[src/tnn_defines.svh]
`ifndef TNN_DEFINES_SVH
`define TNN_DEFINES_SVH

// ####################################################################
// Network dimensions
// ####################################################################

// Features per cardiotocography record
`define TNN_FEAT_CNT 19

// Each feature is a 4-bit unsigned value
`define TNN_FEAT_BITS 4

// Hidden neurons in the ternary layer
`define TNN_HIDDEN_CNT 40

// Normal, suspect and pathologic
`define TNN_CLASS_CNT 3

// Class score holds a count from 0 to 40
`define TNN_SCORE_BITS 6

// Class label width
`define TNN_CLASS_BITS 2

`endif

[src/tnn_pkg.sv]
`include "tnn_defines.svh"

package tnn_pkg;

    // ################################################################
    // Data types shared by the classifier
    // ################################################################

    // Feature 0 sits in the low bits
    typedef logic [`TNN_FEAT_CNT-1:0][`TNN_FEAT_BITS-1:0] feature_vec_t;

    // One sign bit per hidden neuron
    typedef logic [`TNN_HIDDEN_CNT-1:0] hidden_t;

    // Count of agreeing neurons for one class
    typedef logic [`TNN_SCORE_BITS-1:0] score_t;

    // Normal lands in the low bits so class i sits at bits i*6
    typedef struct packed {
        score_t pathologic;
        score_t suspect;
        score_t normal;
    } scores_t;

    // Class label whose encoding is fixed by the training flow
    typedef enum logic [`TNN_CLASS_BITS-1:0] {
        CLASS_NORMAL     = 2'd0,
        CLASS_SUSPECT    = 2'd1,
        CLASS_PATHOLOGIC = 2'd2
    } class_e;

    // What leaves the pipeline for each sample
    typedef struct packed {
        scores_t scores;
        class_e  prediction;
    } result_t;

endpackage
[src/argmax.sv]
`include "tnn_defines.svh"

module argmax (
    input  tnn_pkg::scores_t scores,
    output tnn_pkg::class_e  prediction
);

    // Unpack the struct so classes can be walked by index
    tnn_pkg::score_t score_arr [`TNN_CLASS_CNT];

    assign score_arr[tnn_pkg::CLASS_NORMAL]     = scores.normal;
    assign score_arr[tnn_pkg::CLASS_SUSPECT]    = scores.suspect;
    assign score_arr[tnn_pkg::CLASS_PATHOLOGIC] = scores.pathologic;

    always_comb begin
        tnn_pkg::score_t best;

        best       = score_arr[0];
        prediction = tnn_pkg::CLASS_NORMAL;

        // Strict compare keeps the lower index on a tie
        for (int c = 1; c < `TNN_CLASS_CNT; c++) begin
            if (score_arr[c] > best) begin
                best       = score_arr[c];
                prediction = tnn_pkg::class_e'(`TNN_CLASS_BITS'(c));
            end
        end
    end

endmodule

[src/cardio_tnn_classifier.sv]
module cardio_tnn_classifier (
    input  logic                  clk,
    input  logic                  reset,
    input  logic                  in_valid,
    input  tnn_pkg::feature_vec_t features,
    output logic                  out_valid,
    output tnn_pkg::result_t      result
);

    tnn_pkg::hidden_t hidden_d;
    tnn_pkg::hidden_t hidden_q;
    logic             hidden_valid;
    tnn_pkg::scores_t scores;
    tnn_pkg::class_e  prediction;

    // ####################################################################
    // Stage 1 with the ternary hidden layer
    // ####################################################################

    tnn_hidden_layer i_hidden_layer (
        .features (features),
        .hidden   (hidden_d)
    );

    always_ff @(posedge clk) begin
        if (reset) begin
            hidden_valid <= 1'b0;
        end else begin
            hidden_valid <= in_valid;
        end
    end

    // Payload only moves with a sample
    always_ff @(posedge clk) begin
        if (in_valid) begin
            hidden_q <= hidden_d;
        end
    end

    // ####################################################################
    // Stage 2 with class scores and argmax
    // ####################################################################

    tnn_output_layer i_output_layer (
        .hidden (hidden_q),
        .scores (scores)
    );

    argmax i_argmax (
        .scores     (scores),
        .prediction (prediction)
    );

    always_ff @(posedge clk) begin
        if (reset) begin
            out_valid <= 1'b0;
        end else begin
            out_valid <= hidden_valid;
        end
    end

    // Result holds between samples and a dropped sample never lands
    always_ff @(posedge clk) begin
        if (hidden_valid && !reset) begin
            result.scores     <= scores;
            result.prediction <= prediction;
        end
    end

endmodule

[src/tnn_hidden_layer.sv]
`include "tnn_defines.svh"

module tnn_hidden_layer (
    input  tnn_pkg::feature_vec_t features,
    output tnn_pkg::hidden_t      hidden
);

    // Signed width that holds +/- the sum of all features
    localparam int NODE_BITS = `TNN_FEAT_BITS + $clog2(`TNN_FEAT_CNT + 1) + 1;
    localparam int ADD_CNT   = 202;
    localparam int NODE_CNT  = 2 * `TNN_FEAT_CNT + ADD_CNT;
    localparam int IDX_BITS  = $clog2(NODE_CNT);

    // ####################################################################
    // Shared adder graph
    // ####################################################################

    // Entry i is two 16-bit node indices (low half first operand)
    // Its sum becomes node 2*FEAT_CNT + i, entry 0 in the low bits
    localparam logic [ADD_CNT*32-1:0] ADD_PAIRS = {
        256'h00b500d3_00a200cb_00b600c9_009500c7_00a800c5_009600c4_009200c3_008300c2,
        256'h008a00c1_00a300c0_00a500bf_008000be_008800bd_00af00bc_008400bb_009100b8,
        256'h009b00b7_008200b4_008500b3_009d00b2_00a100b1_007f00b0_007a00ae_006400ad,
        256'h007700ac_006300ab_008f00aa_008900a9_008700a7_005c00a6_007900a4_005800a0,
        256'h008e009f_0072009e_007d009c_0086009a_007e0099_00730098_008d0097_00670094,
        256'h007c0093_005d0090_0078008c_0054008b_00610081_005e007b_00510076_00540075,
        256'h00510074_00650071_004f0070_0059006f_0055006e_0030006d_002e006c_005c006b,
        256'h005a006a_004b0069_005b0068_00590066_00470062_005b0060_004f005f_004e005a,
        256'h00520058_00330057_002c0057_00490056_00120056_00480055_004a0053_00400053,
        256'h003d0052_0024004e_003f004d_0039004d_004b004c_0045004c_0048004a_00310049,
        256'h00440047_00380046_00170046_003d0045_00420044_00400043_003a0043_00310042,
        256'h00390041_00380041_003d003f_001a003e_0035003c_0036003b_00220039_002d0037,
        256'h00300036_00300035_002c0035_00290035_00310033_00300033_001b0033_002c0032,
        256'h00230032_00210032_002b0031_00260031_002a0030_001c002f_002d002e_002b002e,
        256'h002a002d_0028002c_0007002b_0019002a_00200029_00250028_00190028_00240027,
        256'h00130023_00120023_001f0021_00150021_0008001f_0005001f_0017001d_000d001d,
        256'h0002001d_0007001b_0001001a_000a0019_00150018_000e0018_00140017_00150016,
        256'h00000016_000f0011_00050011_000a0010_00020010_000b000f_0000000c_0009000a,
        256'h00040009_00000008_00020004_00340050_000c003e_000f003c_0001003b_0019003a,
        256'h00070038_00290036_00320034_000d002f_000b002f_000b002e_001e002c_001c002a,
        256'h0012002a_00060028_00100027_00240025_00220023_00180021_00110021_0000001b,
        256'h0010001a_0008001a_00150017_000c0014_000b0014_00030013_000e0011_00060008,
        256'h00040008_00200037_001d002d_00090023_00050021_000d001c_000a001b_0019002b,
        256'h00010028_00060026_00020020_000c001e_000f0015_00040029_001d0025_00110018,
        256'h00130017_00070008_00120024_0000001f_001c0027_001a0026_00090022_0005000e,
        64'h00010003_00140016
    };

    // Node holding each neuron's total, neuron 0 in the low bits
    localparam logic [`TNN_HIDDEN_CNT*16-1:0] OUT_NODE = {
        256'h00e900da_00cd00e4_00e700c8_00ee00d9_00ef00eb_00e600de_00dc00dd_00ca00d8,
        256'h00d400ba_00df00e2_00ec00d1_00ce00d2_00e000b9_00ea00d6_00cc00e1_00db00d0,
        128'h00e300d7_00d500ed_00e800e5_00cf00c6
    };

    // Nodes 0..18 are the features, 19..37 their negations, then the sums
    logic signed [NODE_BITS-1:0] node [NODE_CNT];

    always_comb begin
        logic [IDX_BITS-1:0] op_a;
        logic [IDX_BITS-1:0] op_b;

        for (int f = 0; f < `TNN_FEAT_CNT; f++) begin
            node[f]                 = signed'(NODE_BITS'(features[f]));
            node[`TNN_FEAT_CNT + f] = -signed'(NODE_BITS'(features[f]));
        end

        // Operands always index lower nodes, so one ordered pass settles the graph
        for (int a = 0; a < ADD_CNT; a++) begin
            op_a = ADD_PAIRS[a*32 +: IDX_BITS];
            op_b = ADD_PAIRS[a*32 + 16 +: IDX_BITS];
            node[2*`TNN_FEAT_CNT + a] = node[op_a] + node[op_b];
        end
    end

    // ####################################################################
    // Sign decision
    // ####################################################################

    // Neuron fires when its total is not negative
    for (genvar n = 0; n < `TNN_HIDDEN_CNT; n++) begin : g_neuron
        assign hidden[n] = ~node[OUT_NODE[n*16 +: IDX_BITS]][NODE_BITS-1];
    end

endmodule

[src/tnn_output_layer.sv]
`include "tnn_defines.svh"

module tnn_output_layer (
    input  tnn_pkg::hidden_t hidden,
    output tnn_pkg::scores_t scores
);

    localparam int HID = `TNN_HIDDEN_CNT;

    // ####################################################################
    // Binary weights and use mask
    // ####################################################################

    // Class c occupies bits [c*40 +: 40], neuron 0 in the low bit
    localparam logic [`TNN_CLASS_CNT*HID-1:0] WEIGHT = {
        // Pathologic
        40'b0100000010_0010000000_1000000010_0010110100,
        // Suspect
        40'b0000000000_0110000000_0000100100_1011100010,
        // Normal
        40'b0011000100_0111010000_0010000000_0000000010
    };

    // Connections that survived pruning
    localparam logic [`TNN_CLASS_CNT*HID-1:0] USE = {
        40'b0100001010_0010000000_1000101010_0110110100,
        40'b0010001001_0110000000_0000100100_1011100110,
        40'b0011001100_0111010000_0010000101_0000001010
    };

    tnn_pkg::score_t count [`TNN_CLASS_CNT];

    // Popcount of used neurons that agree with their weight
    always_comb begin
        for (int c = 0; c < `TNN_CLASS_CNT; c++) begin
            count[c] = '0;
            for (int n = 0; n < HID; n++) begin
                if (USE[c*HID + n] && (hidden[n] == WEIGHT[c*HID + n])) begin
                    count[c] = count[c] + `TNN_SCORE_BITS'(1);
                end
            end
        end
    end

    assign scores.normal     = count[tnn_pkg::CLASS_NORMAL];
    assign scores.suspect    = count[tnn_pkg::CLASS_SUSPECT];
    assign scores.pathologic = count[tnn_pkg::CLASS_PATHOLOGIC];

endmodule

[config.mk]
export PLATFORM = sky130hd
export DESIGN_NAME = cardio_tnn_classifier
export DESIGN_NICKNAME = d
export VERILOG_FILES = /design/src/tnn_pkg.sv /design/src/argmax.sv /design/src/cardio_tnn_classifier.sv /design/src/tnn_hidden_layer.sv /design/src/tnn_output_layer.sv
export VERILOG_INCLUDE_DIRS = /design/src
export SDC_FILE = /design/constraint.sdc
export NUM_CORES = 2
export LEC_CHECK = 0
export ABC_AREA = 0
export BUFFER_PORTS_ARGS = -buffer_cell sky130_fd_sc_hd__buf_2
export CORE_AREA = 3 3 312 438
export CTS_CLUSTER_SIZE = 25
export DETAILED_ROUTE_END_ITERATION = 10
export DIE_AREA = 0 0 315 441
export PLACE_DENSITY = 0.47
export SYNTH_ARGS = -nofsm -noshare
export SYNTH_HDL_FRONTEND = slang
export SYNTH_HIERARCHICAL = 1
export SYNTH_SLANG_ARGS = --single-unit
[constraint.sdc]
create_clock -name clk -period 10 [get_ports clk]
set_input_delay 2 -clock clk [delete_from_list [all_inputs] [get_ports clk]]
set_output_delay 2 -clock clk [all_outputs]
set_load 0.1 [all_outputs]
==> flow_metrics.py <==
metrics = {
    "worst_hold_path": {
        "worstHoldPathCells": 1,
        "min_path_type": "flip-flop to flip-flop",
        "hp-start": "hidden_valid",
        "holdPathEnd": "out_valid",
    },
    "setup_path": {
        "cp-end-kind": "flip-flop",
        "path_max_fanout": 6,
        "startpoint_type": "input port",
        "r2r_slack_ps": 770,
        "timing.rr.start": "hidden_q[1]",
        "critPathKind": "input port to flip-flop",
        "required_ps": 10090,
        "timing.rr.end": "result[1]",
        "r2r.worst_path.cells": 43,
        "worstPathArrival_ps": 9380,
    },
    "floorplan": {
        "die_h_um": 441,
        "start_util_pct": 29.0,
        "num_rows": 159,
        "core_area_sq_mm": 0.133,
        "fp.dieW_um": 315,
        "num_io_pins": 100,
        "die_area_sq_mm": 0.139,
    },
    "clocking": {
        "path_clk_slew_ps": 100,
        "cts_buffers": 5,
        "clkSinkCount": 49,
        "cts_root_buf": "clkbuf_16",
        "insertion_delay_ps": 340,
        "cts_buffer_depth": 2,
        "htreeDepth": 2,
        "cts_tree": "done",
    },
    "layout": {
        "syn_to_final_growth_pct": 10.8,
        "multi_input_area_sq_mm": 0.0345,
        "nFillCells": 14100,
        "final_core_utilization_pct": 32.1,
        "final_layout_size_suffix_gt1_share_pct": 8.85,
        "nets": 5725,
        "ff_latch_area_sq_mm": 0.00145,
    },
    "detailed_routing": {
        "vias": 32600,
        "drt_first_pass_iters": 5,
        "routed_wl_mm": 187,
        "vias_per_cell": 5.27,
        "drtIter0Drc": 2463,
        "drc_errors": 0,
        "wl_per_cell_um": 30.2,
        "ant_nets": 0,
    },
    "grt": {
        "grt_max_degree": 29,
        "grt_pass1_vias": 34100,
        "antenna_found_initial": 9,
        "grt_pass1_wl_mm": 255,
        "grt_usage_pct": 26.8,
        "overflow": 0,
    },
    "flow_run": {
        "maxCapViolCount": 0,
    },
    "timing": {
        "period_share_pct": 92.9,
        "relSlewSlack_pct": 17.7,
        "max_freq_ghz": 0.108,
        "slew_violations": 0,
        "finalSetupViolCount": 0,
        "worst_slew_pin_slew_ps": 1230,
        "post-route-min-period_ps": 9290,
        "skew_ps": 27.8,
        "hold_viol": 0,
        "worst_slack_ps": 714,
    },
    "outcome": {
        "status": "finished, final reports clean",
    },
    "logic_synthesis": {
        "syn_area_per_cell_sq_um": 9.30,
        "syn_area_sq_mm": 0.0387,
        "yosysWarnings": 6,
        "synth_cells": 4164,
        "synth_nets": 5474,
    },
    "placement": {
        "gp_congestion": 1.06,
        "port_buffers": 99,
        "place_ws_ps": 391,
        "dpl.hpwl_mm": 168,
    },
}
[state kept, by name, summed over array words and instances, names as in the netlist]
name          cells
hidden_q         27
hidden_valid      1
out_valid         1
result           20
[layout by cell type, fill, tap and decap left out, types with 7 or more instances in the layout]
master / n
edfxtp_1: 47
o31ai_1: 11
ha_1: 683
nor2b_1: 57
nand2_1: 164
nor4_2: 7
buf_2: 99
a21o_1: 146
o21a_1: 18
o21ai_0: 158
mux2_2: 13
or3_1: 15
and2_1: 22
xnor2_1: 435
a22oi_1: 7
nor3b_1: 9
xnor3_1: 12
a41o_1: 11
nor3_1: 46
a211oi_1: 18
mux2i_1: 15
nand4_1: 9
and3_1: 16
o211ai_1: 15
nand2b_1: 52
xnor2_2: 8
nand3_1: 43
xor2_1: 120
a31oi_1: 33
fa_1: 547
a21oi_1: 305
nor4_1: 11
inv_1: 676
o21bai_1: 48
nor2_1: 151
clkinv_1: 8
and4b_1: 9
nand3b_1: 8
buf_4: 198
[final cells by class]
type	count	share of cell area, %
clock inverter	3	0.0584
antenna	3	0.0175
multi-input combinational	3375	80.4
tap	1771	5.17
inverter	686	6.00
timing repair buffer	298	4.65
clock buffer	5	0.292
sequential	49	3.38
[worst max path at each step]
stage                       startpoint            to  cells after the start
final                     features[20]  hidden_q[31]                     23
after detailed placement  features[20]  hidden_q[31]                     30
after floorplan            features[5]  hidden_q[15]                     31
after global placement     features[5]  hidden_q[15]                     30
after CTS                  hidden_q[5]     result[1]                     40
after global routing       hidden_q[1]     result[1]                     43
[critical path, cell delays in order]
cell,delay [ps]
buf_2,110
ha_1,320
fa_1,710
fa_1,530
fa_1,580
inv_1,60
fa_1,440
xnor2_1,310
fa_1,500
fa_1,530
fa_1,550
inv_1,50
fa_1,530
inv_1,40
ha_1,270
a41oi_1,540
o21ai_0,250
a21o_1,240
a21oi_1,160
o21ai_0,160
xnor2_1,170
xnor2_1,150
xnor2_1,160
[metal layers]
metal / GRT usage (%) / part of all wire (%)
met1: 29.0 / 36
met2: 45.8 / 48
met3: 3.98 / 5.8
met4: 22.7 / 11
met5: 0 / 0.037
[repair_timing]
action / 4_1_cts / 5_1_grt
endpoints found under the setup margin: 0 / 2
gates resized for setup: 0 / 9
hold buffers: 0 / 0
setup buffers: 0 / 4
hold endpoints to repair: 0 / 0
[per-stage QoR]
step,setup TNS [ps],hold WS [ps],cell area (sq um),std cells
5_1_grt,-27.9,482,42900,6188
3_5_place_dp,0,456,42700,6175
6_report,0,470,42900,6190
4_1_cts,0,469,42800,6183
2_1_floorplan,0,430,38700,4164
3_3_place_gp,0,448,42700,6175
Power is left out: the tool's default activity adds up to more than one toggle a clock period on the data nets, which glitch-free logic cannot reach.
